[config.mk]
export PLATFORM = sky130hd
export DESIGN_NAME = beat_counter
export DESIGN_NICKNAME = d
export VERILOG_FILES = /design/src/verilog/beat_counter.sv
export SDC_FILE = /design/constraint.sdc
export NUM_CORES = 1
export LEC_CHECK = 0
export BUFFER_PORTS_ARGS = -buffer_cell sky130_fd_sc_hd__buf_2
export CAP_MARGIN = 5
export CELL_PAD_IN_SITES_DETAIL_PLACEMENT = 0
export CELL_PAD_IN_SITES_GLOBAL_PLACEMENT = 1
export CORE_UTILIZATION = 45
export CTS_BUF_LIST = sky130_fd_sc_hd__clkbuf_8
export DETAILED_ROUTE_END_ITERATION = 6
export PLACE_DENSITY = 0.82
export SETUP_SLACK_MARGIN = 0.4
export SYNTH_ARGS = -nofsm -noshare
export SYNTH_HDL_FRONTEND = slang
export SYNTH_SLANG_ARGS = --single-unit
export TNS_END_PERCENT = 20
[constraint.sdc]
create_clock -name clk -period 3.8 [get_ports clk]
set_input_delay 0.76 -clock clk [delete_from_list [all_inputs] [get_ports clk]]
set_output_delay 0.76 -clock clk [all_outputs]
set_load 0.03 [all_outputs]
[src/verilog/beat_counter.sv]
`timescale 1ns/1ps

module beat_counter #(
    parameter int count_width = 16
) (
    input  logic                   clk,
    input  logic                   irst_n,
    input  logic                   count_en,
    input  logic                   count_clr,
    output logic [count_width-1:0] count
);

    // counts accepted beats only, idle cycles between beats leave it alone
    always_ff @(posedge clk or negedge irst_n) begin
        if (!irst_n) begin
            count <= '0;
        end else if (count_clr) begin
            // the clearing beat closes its phase, the next beat starts at zero
            count <= '0;
        end else if (count_en) begin
            count <= count + 1'b1;
        end
    end

    // a frame longer than the counter range would silently restart the index
    assert property (@(posedge clk) disable iff (!irst_n)
        (count_en && !count_clr) |-> (count != '1))
        else $error("beat counter wrapped, frame_len too large for count_width");

endmodule

==> metrics.yaml <==
status: "complete, no violations"
power.net_switching_uw: 70.8
cp.required_ns: 3.92
grt_use_total_pct: 18.1
totalWireLength_um: 1550
seq_area_um2: 400
synth_edf_count: 0
min_period_over_period_pct: 50.0
drv_slew: 0
nets: 107
clock_sinks: 16
largest_reg_flops: 16
hold_viol_final: 0
port_buffers: 19
setup_viol: 0
rows: 15
synth_area_leaders: "dfrtp_1 (46%), xnor2_1 (7.0%), nor2_1 (6.0%), nor4_2 (5.7%), xor2_1 (3.0%)"
hp-class: "in2async"
die_height_um: 46.0
grt_pass1_wl_um: 2710
reg.largest.list: "count (16)"
die_x_um: 46.0
arrival_ns: 2.02
yosys.cell_types.count: 27
seq_power_share_pct: 55.2
dp_hpwl_um: 1150
first_pass_iters: 4
ir_drop_mv: 0.178
post_cts_resized: 0
cts_buffers: 3
synth_area_um2: 872
clkPwrFrac_pct: 38.0
netlist.area_leader.share_pct: 45.9
ys_warn_count: 0
io_pins: 20
drive_gt1_share_pct: 32.0
fin_crit_ns: 1.90
clkTransAtPathRegs_ns: 0.06
dr_wl_met2_um: 744
dieArea_um2: 2120
synth_cells: 82
synth-simple-area-share_pct: 27.4
grt_antenna_before_repair: 0
r2r_cells: 4
grt_overflow: 0
synth_adder_area_share_pct: 1.43
worst_pin_slew_ns: 0.363
critical_path_class: "in2reg"
synthXorXnorAreaFrac_pct: 10.0
synth_top_family_by_area: "simple AND/OR/NAND/NOR gates"
syn_area_per_cell_um2: 10.6
grt_max_degree: 20
yosysTopAreaCell: "dfrtp_1"
critical_path.cell_chain: "buf_2 -> o211ai_4 -> nor3_2 -> nor3b_2 -> mux2_4"
finalWeightedCongestion: 0.727
slew_headroom_pct: 75.8
synth-compound-area-share_pct: 5.88
clk-insertion-delay-late_ns: 0.24
powerDensity_nw_per_um2: 318
routedWlPerCell_um: 12.4
power.internal_uw: 249
worstSetupEndpointType: "register"
drcViolationCount: 0
async_flop_share_pct: 100
ys_ff_latch: 16
tns_ns: 0
design_area_um2: 1010
cts_hold_buf: 0
met1_length_um: 711
placed_area_um2: 965
cts_tree: "yes"
ant_nets: 0
synth_ff_type: "dfrtp_1"
syn_nets: 87
nFillCells: 189
multiInputGateArea_um2: 427
area_growth_syn_to_layout_pct: 15.4
muxShareOfSynthArea_pct: 4.16
rsz0062_at_grt: "no"
routed-wl-met3_um: 79
clock-root-buffer: "clkbuf_8"
slowest_stage: "buf_2"
dr.max_layer_used: "met4"
via_per_inst: 5.24
p_leak_uw: 0.000445
n_antenna_cell: 0
dr_total_vias: 655
grt_pass1_vias: 581
cp_max_fo: 19
worstSetupStartpointType: "primary input"
htreeDepth: 1
fin_skew_ns: 0.00110
largest_register: "count"
core-area_um2: 1760
max_freq_mhz: 526
ys_seq_area_share_pct: 45.9
cpPeakStageDelay_ns: 0.31
ctsLongestPathBuffers: 2
maxCapViolCount: 0
start_util_pct: 49.4
p_sw_share_pct: 22.2
power_frac_comb_pct: 6.8
postCtsSetupBuffers: 0
drt-initial-drc-count: 9
[placed cells by master, fill, tap and decap left out]
cell      synthesis  routed
o21ai_0           3       3
nand3_1           2       2
mux2_1            1       1
a21oi_1           3       3
mux2i_1           1       1
and3_1            1       1
o211ai_4          1       1
nand4_2           1       1
nor3b_2           1       1
nor3_2            1       1
nand4_1           4       4
inv_1             3       3
nor2b_1           1       1
nor2_1           14      14
xnor2_1           7       7
nand2_1           4       4
ha_1              1       1
nor3_1            1       1
nor4b_2           1       1
buf_2             0      19
clkbuf_8          0       3
xor2_1            3       3
mux2_4            1       1
or3_1             3       3
nor4_2            4       4
dfrtp_1          16      16
[cells in the mapped netlist, drive strengths merged (2+ instances only)]
cell / count
a21oi: 3
buf: 3
dfrtp: 16
inv: 3
mux2: 2
nand2: 4
nand3: 2
nand4: 5
nor2: 14
nor3: 2
nor4: 4
o21ai: 3
or3: 3
xnor2: 7
xor2: 3
[stage by stage]
step                cells  total power [uW]  hold slack (ns)  worst slack [ns]  utilization, %
floorplan              82               194            0.464              1.93               -
global placement      122               202            0.561              1.68            54.7
detailed placement    122               202            0.560              1.64            54.7
CTS                   125               322            0.434              1.89            57.0
global route          125               331            0.451              1.80            57.0
finish                125               319            0.418              1.90            57.0
[power groups by stage]
stage	registers [uW]	logic (uW)	clock network, uW
detailed placement	180	22.1	0
finish	176	21.7	121
global route	177	24.8	130
floorplan	183	11.0	0
CTS	176	22.2	123
global placement	180	22.0	0
[cell families after synthesis]
| logic type | count (synthesis) |
|---|---|
| buffers and inverters | 7 |
| muxes | 3 |
| AOI/OAI and AO/OA | 7 |
| DFF | 16 |
| xor gates and xnor gates | 10 |
| and+or+nand+nor | 38 |
| adders and majority gates | 1 |
[worst max-delay path: cells and delay by family]
kind / cells / cell delay, ns
buffers and inverters: 1 / 0.31
muxes: 1 / 0.31
AOI/OAI and AO/OA: 1 / 0.19
and+or+nand+nor: 2 / 0.44
[per-layer routing]
layer | up-vias | GRT usage (%)
met5 | - | 0
met4 | 0 | 5.29
met3 | 2 | 3.57
met2 | 17 | 27.6
met1 | 316 | 25.8
li1 | 320 | -
[worst paths after layout]
check,start,end,slack (ns)
setup / recovery,count_clr,count[15],1.90
hold / removal,irst_n,count[5],0.42
setup reg to reg,count[3],count[15],2.08
hold reg to reg,count[13],count[13],0.57
max in group asynchronous,irst_n,count[6],3.13
min in group clk,count[13],count[13],0.57
[cell type report]
class	instances	area share, %
Multi-Input combinational cell	59	42.4
Sequential cell	16	39.8
Timing Repair Buffer	19	9.45
Clock buffer	3	4.10
Tap cell	25	3.11
Inverter	3	1.12
Note: power is estimated with default switching activity, not from simulation.
