File: src/verilog/pe_pkg.sv
package pe_pkg;

    // width of a weight, an activation and a truncated product
    localparam int word_width = 16;

    // one spatial coordinate, all coordinate sums wrap modulo 2**coord_width
    localparam int coord_width = 5;

    // weights per load and activations per group, the array is lanes by lanes
    localparam int lanes = 4;

    // input channel tag carried from the image beat to its result
    localparam int chan_width = 6;

    // idle is left on the first weight beat and never entered again
    typedef enum logic [1:0] {
        st_idle        = 2'd0,
        st_load_weight = 2'd1,
        st_load_image  = 2'd2
    } pe_state_t;

    // named signed word so that elements of packed arrays keep their sign
    typedef logic signed [word_width-1:0] word_t;
    typedef logic [coord_width-1:0] coord_t;

    // one weight with its kernel coordinate
    typedef struct packed {
        word_t  weight;
        coord_t col;
        coord_t row;
    } weight_beat_t;

    // one activation group, entry j of each field belongs to activation j
    typedef struct packed {
        word_t  [lanes-1:0] act;
        coord_t [lanes-1:0] cols;
        coord_t [lanes-1:0] rows;
    } act_beat_t;

    // everything the environment presents on one input beat
    typedef struct packed {
        weight_beat_t            weight;
        act_beat_t               acts;
        logic [chan_width-1:0]   channel;
    } pe_in_t;

    // result of one producing beat, element i*lanes+j is weight i times activation j
    typedef struct packed {
        word_t  [lanes*lanes-1:0] data;
        coord_t [lanes*lanes-1:0] cols;
        coord_t [lanes*lanes-1:0] rows;
        logic   [chan_width-1:0]  channel;
    } pe_out_t;

endpackage
File: src/verilog/weight_bank.sv
`timescale 1ns/1ps

module weight_bank (
    input  logic                                     clk,
    input  logic                                     irst_n,
    input  logic                                     weight_we,
    input  logic [1:0]                               weight_slot,
    input  pe_pkg::weight_beat_t                     weight,
    output pe_pkg::weight_beat_t [pe_pkg::lanes-1:0] weights,
    // next-state view, already holds a weight written on this beat
    output pe_pkg::weight_beat_t [pe_pkg::lanes-1:0] weights_next
);

    // only the addressed slot changes, the others keep their last load
    always_comb begin
        weights_next = weights;
        if (weight_we) begin
            weights_next[weight_slot] = weight;
        end
    end

    // all slots read zero until the first load writes them
    always_ff @(posedge clk or negedge irst_n) begin
        if (!irst_n) begin
            weights <= '0;
        end else begin
            weights <= weights_next;
        end
    end

endmodule

File: config.mk
export PLATFORM = sky130hd
export DESIGN_NAME = weight_bank
export DESIGN_NICKNAME = d
export VERILOG_FILES = /design/src/verilog/pe_pkg.sv /design/src/verilog/weight_bank.sv
export SDC_FILE = /design/constraint.sdc
export NUM_CORES = 1
export LEC_CHECK = 0
export BUFFER_PORTS_ARGS = -buffer_cell sky130_fd_sc_hd__buf_2
export CORE_ASPECT_RATIO = 0.5
export CORE_MARGIN = 4
export CORE_UTILIZATION = 46
export CTS_CLUSTER_SIZE = 25
export DETAILED_ROUTE_END_ITERATION = 16
export PLACE_DENSITY = 0.82
export SLEW_MARGIN = 5
export SYNTH_ARGS = -nofsm -noshare
export SYNTH_HDL_FRONTEND = slang
export SYNTH_SLANG_ARGS = --single-unit
File: constraint.sdc
create_clock -name clk -period 2.4 [get_ports clk]
set_input_delay 0.24 -clock clk [delete_from_list [all_inputs] [get_ports clk]]
set_output_delay 0.24 -clock clk [all_outputs]
set_load 0.005 [all_outputs]
==> flow_summary.json <==
{
  "worstSkewPairLatency_ns": 0.33,
  "violations": "hold timing",
  "dp.final_hpwl_um": 8116,
  "cp_max_fo": 26,
  "via_count": 2832,
  "min_path_type": "input pin to asynchronous set/reset pin",
  "p_leak_uw": 0.002837,
  "holdBufCountCts": 0,
  "area_growth_pct": 41.62,
  "cp.arrival_ns": 1.70,
  "h-tree-depth": 3,
  "syn_nets": 251,
  "antenna_found_initial": 0,
  "synth-seq-cells": 104,
  "setup_viol": 0,
  "synthSimpleGateAreaFrac_pct": 1.315,
  "grtUsageTotal_pct": 21.77,
  "clk_pin_slew_worst_paths_ns": 0.07,
  "largest_reg_flops": 104,
  "status": "finished, violations left",
  "rsz0062_at_grt": "false",
  "synthXorXnorAreaFrac_pct": 0,
  "pwr_density_cell_mw_per_mm2": 910.6,
  "die_x_um": 138.3,
  "finalNetCount": 498,
  "worstPathRequired_ns": 2.16,
  "tightestPinTransition_ns": 0.7974,
  "cts_tree": "yes",
  "wl_um": 10820,
  "firstDrtPassIters": 4,
  "rr_worst_depth": 1,
  "finClkSkew_ns": 0,
  "slew_headroom_pct": 46.84,
  "synth_compound_area_share_pct": 0,
  "fmax_mhz": 514.2,
  "startpoint_type": "input pin",
  "ys_seq_area_share_pct": 66.69,
  "synthCells": 220,
  "coreArea_mm2": 0.008115,
  "drt-initial-drc-count": 127,
  "vdd_drop_max_uv": 522.0,
  "drcViolationCount": 0,
  "io_buffer_count": 238,
  "synth_top_family_by_area": "multiplexers",
  "ioPinCount": 239,
  "hold_viol": 7,
  "dieArea_mm2": 0.01011,
  "endpoint_kind": "output port",
  "power_uw": 5032,
  "drive_gt1_share_pct": 77.75,
  "grt_pass1_vias": 3071,
  "overflow": 0,
  "postLayoutCoreUtil_pct": 68.10,
  "die_height_um": 73.13,
  "initial_utilization_pct": 48.09,
  "critPathKind": "input pin to output port",
  "regMostFlops": "weights",
  "gp_congestion": 0.8107,
  "synth_fa_ha_area_share_pct": 0,
  "ys_warn_count": 0,
  "grt_pass1_wl_um": 17170,
  "max_cap_violations": 0,
  "place_worst_setup_slack_ns": 0.4408,
  "syn_area_mm2": 0.003902,
  "yosysUniqueCellTypes": 8,
  "drv_slew": 0,
  "setup_slack_ns": 0.4552,
  "grt_max_degree": 64,
  "antenna_cells": 0,
  "rows": 23,
  "synthMuxAreaShare_pct": 30.01,
  "wire_per_inst_um": 18.53,
  "post-cts-setup-buffers": 0,
  "finalSetupTns_ns": 0,
  "period_share_pct": 81.03,
  "numClockSinks": 104,
  "via_per_inst": 4.849,
  "cts_inserted_buffers": 9,
  "hold_slack_ns": -0.02404,
  "n_fill_cell": 625,
  "ant_nets": 0,
  "reg_top3": "weights: 104 flops",
  "min_period_ns": 1.945,
  "cts.repair.resized": 0,
  "avgSynthCellArea_um2": 17.74,
  "clockBufferDepth": 2,
  "cts-root-buf": "clkbuf_16"
}
-- worst max-delay path: stages --
cell and delay [ns]:
buf_2 0.14, nand3_2 0.62, mux2_2 0.54, buf_2 0.14
-- through the flow --
step | instances | cell area [µm²]
floorplan | 220 | 3902
global placement | 568 | 5229
detailed placement | 568 | 5229
CTS | 584 | 5527
global route | 584 | 5527
finish | 584 | 5527
-- cell type report --
type                    instances  area (µm²)  area share, %
well taps                     112       140.1          2.536
clock inverters                 6       58.81          1.064
clock buffers                  10       239.0          4.324
multi-input cells             108        1222          22.12
flip-flops and latches        104        2603          47.09
repair buffers                244        1264          22.87
-- cell families after synthesis --
| group | count (synthesis) |
|---|---|
| AND/OR/NAND/NOR | 4 |
| flip-flops | 104 |
| buffers and inverters | 8 |
| multiplexers | 104 |
-- placed cells by master, fill, tap and decap left out --
cell type	synthesis	routed
buf_12	0	2
clkinv_4	0	1
clkbuf_16	0	9
buf_2	2	237
buf_4	0	5
nor3b_4	1	1
bufinv_16	0	1
dfrtp_1	104	104
nand3_2	1	1
clkinv_2	0	4
nand3b_2	2	2
mux2_2	103	103
mux2_1	1	1
clkbuf_8	0	1
-- routing by layer --
layer | GRT usage, % | routed length [µm] | vias up
met2 | 40.66 | 5823 | 100
met5 | 0 | 0 | -
met1 | 25.32 | 4321 | 1437
li1 | - | - | 1285
met4 | 4.819 | 97 | 0
met3 | 6.545 | 579 | 10
-- path summary, 6_finish.rpt --
check | startpoint | endpoint | slack [ns]
setup / recovery | weight_slot[0] | weights_next[90] | 0.46
hold / removal | irst_n | weights[13] | -0.02
setup reg to reg | weights[25] | weights[25] | 1.60
hold reg to reg | weights[8] | weights[8] | 0.50
max in group asynchronous | irst_n | weights[24] | 1.71
min in group clk | weight[23] | weights[75] | 0.19
-- where the power goes --
part	internal, µW	switching (µW)	total (µW)
sequential	2080	147	2230
combinational	724	633	1360
clock	831	613	1440
total	3640	1390	5030
-- cells in the mapped netlist, drive strengths merged --
cell / instances / share of area, %
nor3b: 1 / 0.48
buf: 8 / 2.0
mux2: 104 / 30
dfrtp: 104 / 67
nand3b: 2 / 0.58
nand3: 1 / 0.26
(Power assumes the default switching activity.)
