[config.mk]
export PLATFORM = sky130hd
export DESIGN_NAME = act_window
export DESIGN_NICKNAME = d
export VERILOG_FILES = /design/src/verilog/pe_pkg.sv /design/src/verilog/act_window.sv
export SDC_FILE = /design/constraint.sdc
export NUM_CORES = 1
export LEC_CHECK = 0
export ABC_AREA = 1
export BUFFER_PORTS_ARGS = -buffer_cell sky130_fd_sc_hd__buf_2
export CORE_AREA = 2 2 364 366
export CTS_BUF_LIST = sky130_fd_sc_hd__clkbuf_16
export DETAILED_ROUTE_END_ITERATION = 6
export DIE_AREA = 0 0 366 368
export GPL_TIMING_DRIVEN = 0
export PLACE_DENSITY_LB_ADDON = 0.1
export SYNTH_ARGS = -nofsm -noshare
export SYNTH_HDL_FRONTEND = slang
export SYNTH_SLANG_ARGS = --single-unit
[constraint.sdc]
create_clock -name clk -period 1.15 [get_ports clk]
set_clock_uncertainty 0.05 [all_clocks]
set_input_delay 0.115 -clock clk [delete_from_list [all_inputs] [get_ports clk]]
set_output_delay 0.115 -clock clk [all_outputs]
set_load 0.01 [all_outputs]
[src/verilog/pe_pkg.sv]
package pe_pkg;

    // width of a weight, an activation and a truncated product
    localparam int word_width = 16;

    // one spatial coordinate, all coordinate sums wrap modulo 2**coord_width
    localparam int coord_width = 5;

    // weights per load and activations per group, the array is lanes by lanes
    localparam int lanes = 4;

    // input channel tag carried from the image beat to its result
    localparam int chan_width = 6;

    // idle is left on the first weight beat and never entered again
    typedef enum logic [1:0] {
        st_idle        = 2'd0,
        st_load_weight = 2'd1,
        st_load_image  = 2'd2
    } pe_state_t;

    // named signed word so that elements of packed arrays keep their sign
    typedef logic signed [word_width-1:0] word_t;
    typedef logic [coord_width-1:0] coord_t;

    // one weight with its kernel coordinate
    typedef struct packed {
        word_t  weight;
        coord_t col;
        coord_t row;
    } weight_beat_t;

    // one activation group, entry j of each field belongs to activation j
    typedef struct packed {
        word_t  [lanes-1:0] act;
        coord_t [lanes-1:0] cols;
        coord_t [lanes-1:0] rows;
    } act_beat_t;

    // everything the environment presents on one input beat
    typedef struct packed {
        weight_beat_t            weight;
        act_beat_t               acts;
        logic [chan_width-1:0]   channel;
    } pe_in_t;

    // result of one producing beat, element i*lanes+j is weight i times activation j
    typedef struct packed {
        word_t  [lanes*lanes-1:0] data;
        coord_t [lanes*lanes-1:0] cols;
        coord_t [lanes*lanes-1:0] rows;
        logic   [chan_width-1:0]  channel;
    } pe_out_t;

endpackage
[src/verilog/act_window.sv]
`timescale 1ns/1ps

module act_window (
    input  logic                                  clk,
    input  logic                                  irst_n,
    input  logic                                  act_we,
    input  pe_pkg::act_beat_t                     acts,
    output pe_pkg::act_beat_t [pe_pkg::lanes-1:0] window,
    // next-state view, already shifted by a group accepted on this beat
    output pe_pkg::act_beat_t [pe_pkg::lanes-1:0] window_next
);

    // slot lanes-1 takes the newest group, slot 0 holds the oldest
    always_comb begin
        window_next = window;
        if (act_we) begin
            for (int i = 0; i < pe_pkg::lanes - 1; i++) begin
                window_next[i] = window[i + 1];
            end
            window_next[pe_pkg::lanes-1] = acts;
        end
    end

    // the window survives a weight reload and only reset empties it
    always_ff @(posedge clk or negedge irst_n) begin
        if (!irst_n) begin
            window <= '0;
        end else begin
            window <= window_next;
        end
    end

endmodule

==> metrics <==
number of antenna repair diodes=0; maximum fanout along the worst path=3; post-route worst setup slack=-448 ps; std cell rows=133; standard cell core area=0.131 sq mm; Root Buffer=clkbuf_16; xor/xnor share of the synthesized area=0%; number of vias in the routed layout=17,200; Final Core Density=23.9%; number of flip-flops under the largest register name=416; worst-margin pin slew=643 ps; worst-case hold slack=-680 ps; maximum number of pins on one net before global-route repair=101; violated checks=hold timing, setup timing; Post-Synthesis Net Count=1,864; IO Count=939; Data required, critical path=990 ps; Reg2Reg Launch Point=window[120]; leakage=16.8 nW; NumNets Final=3,187; worst setup path startpoint=window[216]; number of hold violations in the final report=326; distinct cell type count after synthesis=5; maximum count of clock buffers along a single path=3; result of the run=complete, but fails checks; cell area after synthesis=0.0157 sq mm; power density over cell area=1610 mW/mm^2; most frequent standard cell in the layout excluding fill and tap cells=nand2_1; final max-slew violation count=0; final setup violation count=836; final global-route overflow total=0; Design Power=50.4 mW; placed instance area=0.0227 sq mm; worst supply voltage drop on vdd=1.10 mV; Worst path most repeated cell=nand2_2; clock latency reported for the late side of the worst-skew pair=650 ps; Worst Path Buf+Inv=1; unrepaired setup endpoints after global routing=true; post-synthesis area per instance=8.91 sq um; die area=0.135 sq mm; largest registers ranked by flip-flop count=window: 416 flops; post-detailed-routing wire length=104 mm; worst min-delay path category=in -> async; multiplexer fraction of the synthesized cell area=0%; worst-case headroom to the max-slew limit=57.2%; number of antenna violations at the first check in global routing=9; number of flip-flops and latches in the synthesized netlist=416; compound-cell area share of the yosys netlist=0%; die height=368 microns; most used cells in the layout excluding fill and tap cells=781 x nand2_1, 546 x buf_2, 473 x buf_6; share of the cycle needed by the critical path after routing=139%; Min Clock Period, post-route=1600 ps; count of buffers from port buffering=938; share of cells above drive strength 1=62.3%; Area Growth Syn to Fin=99.7%; Max Cap Viol=0; cell class contributing the biggest share of worst-path delay=flip-flops; number of design rule violations left after detail routing=0; global-route wire length before repair=142 mm; critical path, cell by cell=nand2_2 > nand2_2 > buf_6; drt first pass iters=4; Crit. End Element=output pin; cell with the biggest individual delay on the critical path=dfrtp_1; CP Data Arrival Time=1430 ps; effective utilization at floorplan=12.0%; number of vias per cell after detailed routing=3.53; combinational family with the most area after synthesis=simple AND/OR/NAND/NOR gates; Highest Clock Rate=626 MHz; maximum single-stage delay on the critical path=430 ps; final instance area=0.0313 sq mm; Post-DRT Antenna Nets=0; drt initial violations=613; via count of the first global-routing pass=17,900; Setup Crit Path Kind=reg -> out; type of element launching the critical path=flop; adder-cell area share of the yosys netlist=0%; basic-gate share of the synthesized area counting and, or, nand and nor cells=29.9%; estimated wirelength of the detail-placed design=78.7 mm; TritonCTS clock tree=yes; cell count after synthesis=1,757; Die X-Extent=366 microns; clock sink count=416; WL/cell=21.3 microns; Most flops, register=window; Yosys warnings=0; total routing resource utilization after global routing=14.8%; GPL Wtd Cong=0.812; number of H-tree levels=2; CTS clock-pin slew for the worst setup and hold paths=60 ps; proportion of synthesized chip area in sequential cells=66.5%; clock buffers created by TritonCTS=57
==> stage by stage <==
step / cells / setup slack (ps) / TNS, ps
2_1_floorplan: 1757 / 228 / 0
3_3_place_gp: 4450 / -10310 / -4781070
3_5_place_dp: 4454 / -1120 / -639360
4_1_cts: 4758 / -525 / -305850
5_1_grt: 4881 / -539 / -315050
6_report: 4881 / -448 / -244670
==> path summary, 6_finish.rpt <==
| path | to | slack, ps | cells past startpoint |
|---|---|---|---|
| max in group asynchronous | window[145] | 190 | 3 |
| min in group clk | window[331] | -360 | 3 |
| worst max-delay path | window_next[112] | -450 | 3 |
| worst min register to register | window[20] | 440 | 2 |
| worst max register to register | window[120] | -270 | 8 |
| worst min-delay path | window[305] | -680 | 1 |
==> power by group <==
part	internal (mW)	switching, mW	total [mW]
Combinational	7.26	7.91	15.2
Sequential	16.4	1.61	18.0
Clock	9.75	7.54	17.3
Total	33.4	17.1	50.4
==> timing repair <==
item / CTS / global route
pin swaps: 581 / 242
setup buffers: 198 / 131
hold endpoints to repair: 327 / 327
resized for setup: 988 / 305
endpoints found under the setup margin: 935 / 837
cloned: 1 / 1
==> cell usage after synthesis <==
library cell | count | area share, %
inv_2 | 1 | 0.024
nand2_1 | 1248 | 30
dfrtp_1 | 416 | 67
buf_2 | 55 | 1.8
buf_4 | 37 | 1.8
==> cells by family (layout without fill, tap and decap cells) <==
family,count (synthesis),count (layout)
AND/OR/NAND/NOR,1248,1248
flip-flops,416,416
buffers and inverters,93,1462
==> cell type report <==
| class | count | area (sq um) |
|---|---|---|
| Inverter | 1 | 3.75 |
| Timing Repair Buffer | 1264 | 10100 |
| Clock inverter | 47 | 312 |
| Fill cell | 14600 | 99500 |
| Buffer | 92 | 833 |
| Tap cell | 1755 | 2200 |
| Multi-Input combinational cell | 1248 | 5920 |
| Sequential cell | 416 | 10500 |
| Clock buffer | 58 | 1450 |
==> layer usage <==
metal	track usage, %	wire length (microns)	vias to the layer above
li1	-	-	8005
met1	16.0	38400	8492
met2	27.3	55300	562
met3	4.41	6910	142
met4	4.78	3230	8
met5	0	45	-
==> worst reg2reg max path: stages (launching register included) <==
cell	delay, ps
dfrtp_1	400
nand2_1	90
nand2_2	60
buf_4	130
buf_4	120
buf_4	120
buf_4	120
buf_4	120
buf_4	120
Note: power is estimated with default switching activity, not from simulation.
