`config.mk`:
```
export PLATFORM = sky130hd
export DESIGN_NAME = pe_ctrl
export DESIGN_NICKNAME = d
export VERILOG_FILES = /design/src/verilog/pe_pkg.sv /design/src/verilog/pe_ctrl.sv
export SDC_FILE = /design/constraint.sdc
export NUM_CORES = 1
export LEC_CHECK = 0
export ABC_AREA = 1
export BUFFER_PORTS_ARGS = -buffer_cell sky130_fd_sc_hd__buf_2
export CORE_MARGIN = 3
export CORE_UTILIZATION = 44
export DETAILED_ROUTE_END_ITERATION = 8
export HOLD_SLACK_MARGIN = 0.02
export PLACE_DENSITY = 0.74
export SYNTH_ARGS = -nofsm -noshare
export SYNTH_HDL_FRONTEND = slang
export SYNTH_SLANG_ARGS = --single-unit
```
`constraint.sdc`:
```
create_clock -name clk -period 2.4 [get_ports clk]
set_input_delay 0.12 -clock clk [delete_from_list [all_inputs] [get_ports clk]]
set_output_delay 0.12 -clock clk [all_outputs]
set_load 0.03 [all_outputs]
```
`src/verilog/pe_pkg.sv`:
```
package pe_pkg;

    // width of a weight, an activation and a truncated product
    localparam int word_width = 16;

    // one spatial coordinate, all coordinate sums wrap modulo 2**coord_width
    localparam int coord_width = 5;

    // weights per load and activations per group, the array is lanes by lanes
    localparam int lanes = 4;

    // input channel tag carried from the image beat to its result
    localparam int chan_width = 6;

    // idle is left on the first weight beat and never entered again
    typedef enum logic [1:0] {
        st_idle        = 2'd0,
        st_load_weight = 2'd1,
        st_load_image  = 2'd2
    } pe_state_t;

    // named signed word so that elements of packed arrays keep their sign
    typedef logic signed [word_width-1:0] word_t;
    typedef logic [coord_width-1:0] coord_t;

    // one weight with its kernel coordinate
    typedef struct packed {
        word_t  weight;
        coord_t col;
        coord_t row;
    } weight_beat_t;

    // one activation group, entry j of each field belongs to activation j
    typedef struct packed {
        word_t  [lanes-1:0] act;
        coord_t [lanes-1:0] cols;
        coord_t [lanes-1:0] rows;
    } act_beat_t;

    // everything the environment presents on one input beat
    typedef struct packed {
        weight_beat_t            weight;
        act_beat_t               acts;
        logic [chan_width-1:0]   channel;
    } pe_in_t;

    // result of one producing beat, element i*lanes+j is weight i times activation j
    typedef struct packed {
        word_t  [lanes*lanes-1:0] data;
        coord_t [lanes*lanes-1:0] cols;
        coord_t [lanes*lanes-1:0] rows;
        logic   [chan_width-1:0]  channel;
    } pe_out_t;

endpackage
```
`src/verilog/pe_ctrl.sv`:
```
`timescale 1ns/1ps

module pe_ctrl #(
    parameter int count_width = 16
) (
    input  logic                   clk,
    input  logic                   irst_n,
    input  logic                   in_valid,
    input  logic [count_width-1:0] frame_len,
    input  logic [count_width-1:0] count,
    output logic                   weight_we,
    output logic                   act_we,
    output logic                   product_en,
    output logic                   count_en,
    output logic                   count_clr,
    output logic [1:0]             weight_slot
);

    pe_pkg::pe_state_t state;
    pe_pkg::pe_state_t state_next;

    logic [count_width-1:0] frame_last;
    logic                   weight_done;
    logic                   frame_done;
    logic                   window_full;

    // count holds the in-phase index of the beat now on the inputs
    assign frame_last  = frame_len - 1'b1;
    assign weight_done = (count == count_width'(pe_pkg::lanes - 1));
    assign frame_done  = (count == frame_last);

    // the window holds lanes groups once index lanes-1 has shifted in
    assign window_full = (count >= count_width'(pe_pkg::lanes - 1));

    // beat k of a weight load goes to slot k, and idle only ever sees index 0
    assign weight_slot = count[1:0];

    // strobes follow in_valid in the same cycle so the data modules act on this edge
    always_comb begin
        state_next = state;
        weight_we  = 1'b0;
        act_we     = 1'b0;
        product_en = 1'b0;
        count_en   = in_valid;
        count_clr  = 1'b0;
        case (state)
            pe_pkg::st_idle: begin
                // the first beat ever is already weight 0
                if (in_valid) begin
                    weight_we  = 1'b1;
                    state_next = pe_pkg::st_load_weight;
                end
            end
            pe_pkg::st_load_weight: begin
                weight_we = in_valid;
                if (in_valid && weight_done) begin
                    count_clr  = 1'b1;
                    state_next = pe_pkg::st_load_image;
                end
            end
            pe_pkg::st_load_image: begin
                act_we     = in_valid;
                product_en = in_valid && window_full;
                // last beat of the frame, the window is kept for the next frame
                if (in_valid && frame_done) begin
                    count_clr  = 1'b1;
                    state_next = pe_pkg::st_load_weight;
                end
            end
            default: begin
                count_en   = 1'b0;
                state_next = pe_pkg::st_idle;
            end
        endcase
    end

    always_ff @(posedge clk or negedge irst_n) begin
        if (!irst_n) begin
            state <= pe_pkg::st_idle;
        end else begin
            state <= state_next;
        end
    end

    // a beat belongs either to the weight bank or to the window, never both
    assert property (@(posedge clk) disable iff (!irst_n) !(weight_we && act_we))
        else $error("weight_we and act_we high on the same beat");

endmodule

```
==> results of run 1 <==
-- how the worst min path moves through the flow --
stage	cells after the start	to	startpoint	slack, ps
after CTS	2	state[1]	irst_n	210
final	2	state[1]	irst_n	200
after floorplan	0	state[0]	irst_n	-180
after detailed placement	1	state[0]	irst_n	-90
after global routing	2	state[1]	irst_n	220
after global placement	1	state[1]	irst_n	-90
-- worst max-delay path, delay by kind of cell --
kind	cells	cell delay [ps]
simple gates	9	920
fa+ha+maj	1	280
compound gates	1	60
buf+inv	3	350
-- cells in the mapped netlist --
cell type	n	share of area [%]
a31oi_1	1	0.54
nand2_4	1	0.97
a21oi_1	4	1.7
o21ai_2	1	0.75
ha_1	5	5.4
nand2_2	3	1.6
nor4b_2	1	1.3
nand4_1	2	1.1
nand2_1	79	26
nor2_1	37	12
xnor2_1	5	3.8
nand3b_1	5	3.2
dfrtp_1	2	4.3
nand3_2	1	0.86
and3_1	1	0.54
inv_1	36	12
xor2_1	8	6.0
nor2_2	4	2.2
nor2_8	1	1.7
nand3_1	18	7.8
or2_2	4	2.2
o21bai_2	1	0.97
buf_4	2	1.3
o21ai_0	2	0.86
nor2_4	2	1.9
-- report_power, final --
part           switching, mW  leakage (nW)  internal, mW  total, mW
sequential            0.0183        0.0250        0.0506     0.0688
clock                 0.0239        0.0138        0.0555     0.0795
combinational          0.237         0.832         0.145      0.382
-- cells by family after synthesis --
logic type | Yosys count | share of synthesized area [%]
AOI/OAI and AO/OA | 9 | 4.84
xor gates and xnor gates | 13 | 9.80
adders and majority gates | 5 | 5.38
buffers and inverters | 38 | 12.9
DFF | 2 | 4.31
and+or+nand+nor | 159 | 62.8
-- metal layers --
metal	share of wire, %	global-route usage [%]	vias up
met3	5.5	2.94	7
met2	44	29.0	36
met5	0	0	-
li1	-	-	775
met1	49	23.4	565
met4	1.7	6.62	0
-- final cells by class --
cell class	count	area [um^2]
repair buffers	42	215
multi-input cells	186	962
well taps	28	35.0
inverters	36	135
clock buffers	3	22.5
flip-flops and latches	2	50.0
fillers	247	941
-- timing repair --
action / 4_1_cts / 5_1_grt
hold buffers: 1 / 0
setup buffers: 0 / 0
endpoints found under the hold margin: 2 / 0
-- through the flow --
stage / cell area, um^2 / hold WS [ps] / utilization, % / instances / setup WS, ps
after floorplan: 1160 / -176 / - / 226 / 652
after global placement: 1390 / -93.8 / 58.8 / 293 / 580
after detailed placement: 1390 / -93.9 / 58.8 / 293 / 533
after CTS: 1420 / 206 / 60.1 / 297 / 532
after global routing: 1420 / 224 / 60.1 / 297 / 310
final: 1420 / 204 / 60.1 / 297 / 543
==> run metrics, run 1 <==
die footprint 0.00329 mm^2; CTS Buffer Depth 2; Final Net Count 311; Critical Path Max Stage Delay between 200 and 300 ps; DR pass1 iterations 4; RSZ-0062 raised after global routing no; Die Wd 57.4 um; first-pass GRT wire length 4820 um; Core Rows 17; Overall Power 0.531 mW; Slowest-stage cell, CP ha_1; most common cell after layout, fill and taps aside nand2_1; GPL Wtd Cong 0.848; Reg2Reg Depth 8; largest registers state x2; antenna cells 0; endpoint class of the critical path primary output; worst-path fanout max 5; post-synthesis sequential area ratio 4.31%; cell area power density 374 mW/mm^2; Hold Vio Cnt, Final 0; IO buf count 41; crit path DAT 1740 ps; skew final approximately 1.1 ps; Slew @ Worst Pin 323 ps; Area Overhead vs Synth 22.2%; pin count of the biggest net entering global routing 8; Vias/cell around 4.7; most frequent cells in the layout nand2_1, buf_2, nor2_1, inv_1, nand3_1; DRC violation total after the first TritonRoute iteration 53; worst min-delay path class input pin to async pin; total global-route track usage 17.9%; cell mode on critical path nand2_1; status complete, no violations; Slew HR 78.4%; total CTS buffers 3; Synth Net Count around 270; RR Endpoint state[1]; area of the mapped netlist roughly 0.0012 mm^2; DR WL/cell around 9.5 um; Die Ht 57.4 um; remaining antenna violation count after routing 0; # DRC 0; Final Slew Violations 0; antenna violations before repair 0; WL final 2820 um; final setup fails 0; CP Capture Point count_clr; crit path from frame_len[0]; Max H-tree Level 1; gr ovfl total 0; flops & latches, synth 2; max FFs per register 2; setup tns final 0 ps; critical path class input pin to primary output; vias in the first global route about 1200; Core ar. 0.00236 mm^2; Crit Reg-Reg Startpoint state[1]; IO Count 42; post-cts resize count 0; Post-Syn Area per Cell 5.14 um^2; worst reg-to-reg setup slack around 1000 ps; min Tclk post-route 1860 ps; CTS Sinks 2; TritonCTS clock tree yes; ratio of cells with drive above 1 in the final layout a little under a quarter; CP Launch Type input pin; crit-path cells buf_2, inv_1, ha_1, nand2_1, nor2_2, nand2_1, or2_2, nand3_1, nor2_1, nand2_1, nor2_1, nand4_1, a21oi_1, buf_2; fin crit share 77.4%; routed vias 1383; worst vdd ir 418 uV; Max-cap violations 0; Biggest register state; Syn Inst Count 226; Worst-path clk slew around 30 ps; Initial Util 49.2%; yosys warns 0; Root Driver clkbuf_4; synth unique cells 25; FMAX 538 MHz; Leak Pwr about 0.87 nW; CP Data Required Time 2280 ps; DPL Wire Length 2480 um; clk_lat worst skew 230 ps
(Power assumes the default switching activity.)
==> run 2, diff against run 1 <==
==> constraint.sdc (replaced) <==
create_clock -name clk -period 1.75 [get_ports clk]
set_input_delay 0.0875 -clock clk [delete_from_list [all_inputs] [get_ports clk]]
set_output_delay 0.0875 -clock clk [all_outputs]
set_load 0.03 [all_outputs]
==> run 2 against run 1 <==
Compared with the run above: register-to-register slack worse by 680 ps; critical path type unchanged; largest power group unchanged; power up 45%; global-route usage down 0.26 points; highest routed layer is now met3; final cell count up 1.7%; sequential share of layout area down 0.25 points; clock skew down 0.61 ps; worst hold slack worse by 24 ps; first-iteration DRC count up 9.4%; core utilization up 4.6 points.
==> run metrics, run 2 (synthesis results as in run 1) <==
Vias/cell 4.78 (was 4.66); largest registers state x2 (unchanged); Core ar. 0.00236 mm^2 (unchanged); Max-cap violations 0 (unchanged); Worst-path clk slew 30 ps (about the same); WL final 3070 um (was 2820 um); DR pass1 iterations 5 (was 4); Core Rows 17 (unchanged); fin crit share 95.8%; pin count of the biggest net entering global routing 8 (unchanged); Final Slew Violations 0 (unchanged); most frequent cells in the layout nand2_1, buf_2, nor2_1, inv_1, nand3_1 (unchanged); TritonCTS clock tree yes (unchanged); crit path DAT 1590 ps (was 1740 ps); critical path class input pin to primary output (unchanged); IO buf count 41 (unchanged); worst min-delay path class input pin to async pin (unchanged); Fin Hold WS 181 ps (was 204 ps); skew final 0.515 ps (was 1.12 ps); clk_lat worst skew 220 ps (was 230 ps); # DRC 0 (unchanged); Root Driver clkbuf_4 (unchanged); Overall Power 0.769 mW (was 0.531 mW); Area Overhead vs Synth 31.4% (was 22.2%); Final Net Count 316 (was 311); DPL Wire Length 2560 um (was 2480 um); Slew HR 78.6% (was 78.4%); antenna cells 0 (unchanged); DR WL/cell 10.2 um (was 9.49 um); Crit Reg-Reg Startpoint state[1] (unchanged); total CTS buffers 3 (unchanged); worst vdd ir 749 uV (was 418 uV); worst-path fanout max 3 (was 5); ratio of cells with drive above 1 in the final layout 28.1% (was 23.4%); CTS Buffer Depth 2 (unchanged); endpoint class of the critical path primary output (unchanged); FMAX 597 MHz; worst reg-to-reg setup slack 360 ps (was 1040 ps); cell area power density 503 mW/mm^2 (was 374 mW/mm^2); max FFs per register 2 (unchanged); Hold Vio Cnt, Final 0 (unchanged); Die Wd 57.4 um (unchanged); IO Count 42 (unchanged); GPL Wtd Cong 0.854 (was 0.848); routed vias 1444 (was 1383); total global-route track usage 17.6% (was 17.9%); cell area after layout 0.00153 mm^2 (was 0.00142 mm^2); gr ovfl total 0 (unchanged); Max H-tree Level 1 (unchanged); Slew @ Worst Pin 320 ps (was 323 ps); DRC violation total after the first TritonRoute iteration 58 (was 53); RSZ-0062 raised after global routing yes (was no); CP Data Required Time 1660 ps (was 2280 ps); CTS Sinks 2 (unchanged); crit path from frame_len[0] (unchanged); Biggest register state (unchanged); most common cell after layout, fill and taps aside nand2_1 (unchanged); vias in the first global route 1200 (was 1181); CP Launch Type input pin (unchanged); antenna violations before repair 0 (unchanged); remaining antenna violation count after routing 0 (unchanged); Leak Pwr 0.899 nW (was 0.871 nW); die footprint 0.00329 mm^2 (unchanged); min Tclk post-route 1680 ps; Initial Util 49.2% (unchanged); status complete, no violations (unchanged); first-pass GRT wire length 4780 um (was 4820 um); Die Ht 57.4 um (unchanged); final setup fails 0 (unchanged); area post-placement 0.00141 mm^2 (was 0.00139 mm^2)
[run 2: area by class of cell]
type	instances	area, um^2
multi-input cells	186	1010
fillers	243	833
repair buffers	47	272
inverters	36	143
flip-flops and latches	2	50.0
well taps	28	35.0
clock buffers	3	22.5
[run 2: final timing paths]
path,to,depth (start not counted)
max in group asynchronous,state[1],2
worst min-delay path,state[0],2
worst min register to register,state[1],2
worst max register to register,state[0],8
min in group clk,state[1],5
worst max-delay path,count_clr,15
[run 2: what timing repair did]
item	4_1_cts	5_1_grt
pin swaps	0	12
endpoints found under the setup margin	1	1
hold endpoints to repair	2	0
buffers inserted	0	2
hold buffers	1	0
resized for setup	1	20
[run 2: critical path, stage by stage]
cell and delay [ps]:
buf_6 100, inv_4 60, ha_4 200, nand2_2 60
inv_2 30, nor2_2 80, nand3_1 90, nor2_1 90
nand3_1 80, nor2_1 100, nand2_1 50, nor2_1 90
nand4_1 110, a21oi_2 200, buf_6 150
[run 2: metrics by stage]
| stage | setup TNS, ps | util [%] | std cells | setup WS [ps] |
|---|---|---|---|---|
| floorplan | 0 | - | 226 | 67.3 |
| global placement | 0 | 59.7 | 296 | 10.8 |
| detailed placement | 0 | 59.7 | 296 | 3.87 |
| CTS | 0 | 61.2 | 300 | 10.0 |
| global route | -92.9 | 64.7 | 302 | -92.9 |
| finish | 0 | 64.7 | 302 | 73.8 |
[run 2: routing by layer]
metal,GRT usage (%),share of wire (%),wire (um),up-vias
met4,3.31,0,0,0
met5,0,0,0,-
met1,24.8,48,1460,625
li1,-,-,-,786
met2,29.7,47,1440,33
met3,0.679,5.4,166,0
[run 2: power breakdown]
part / leakage (nW) / switching [mW] / internal, mW
combinational: 0.860 / 0.354 / 0.215
clock: 0.0138 / 0.0288 / 0.0759
sequential: 0.0250 / 0.0252 / 0.0693
total: 0.899 / 0.408 / 0.361
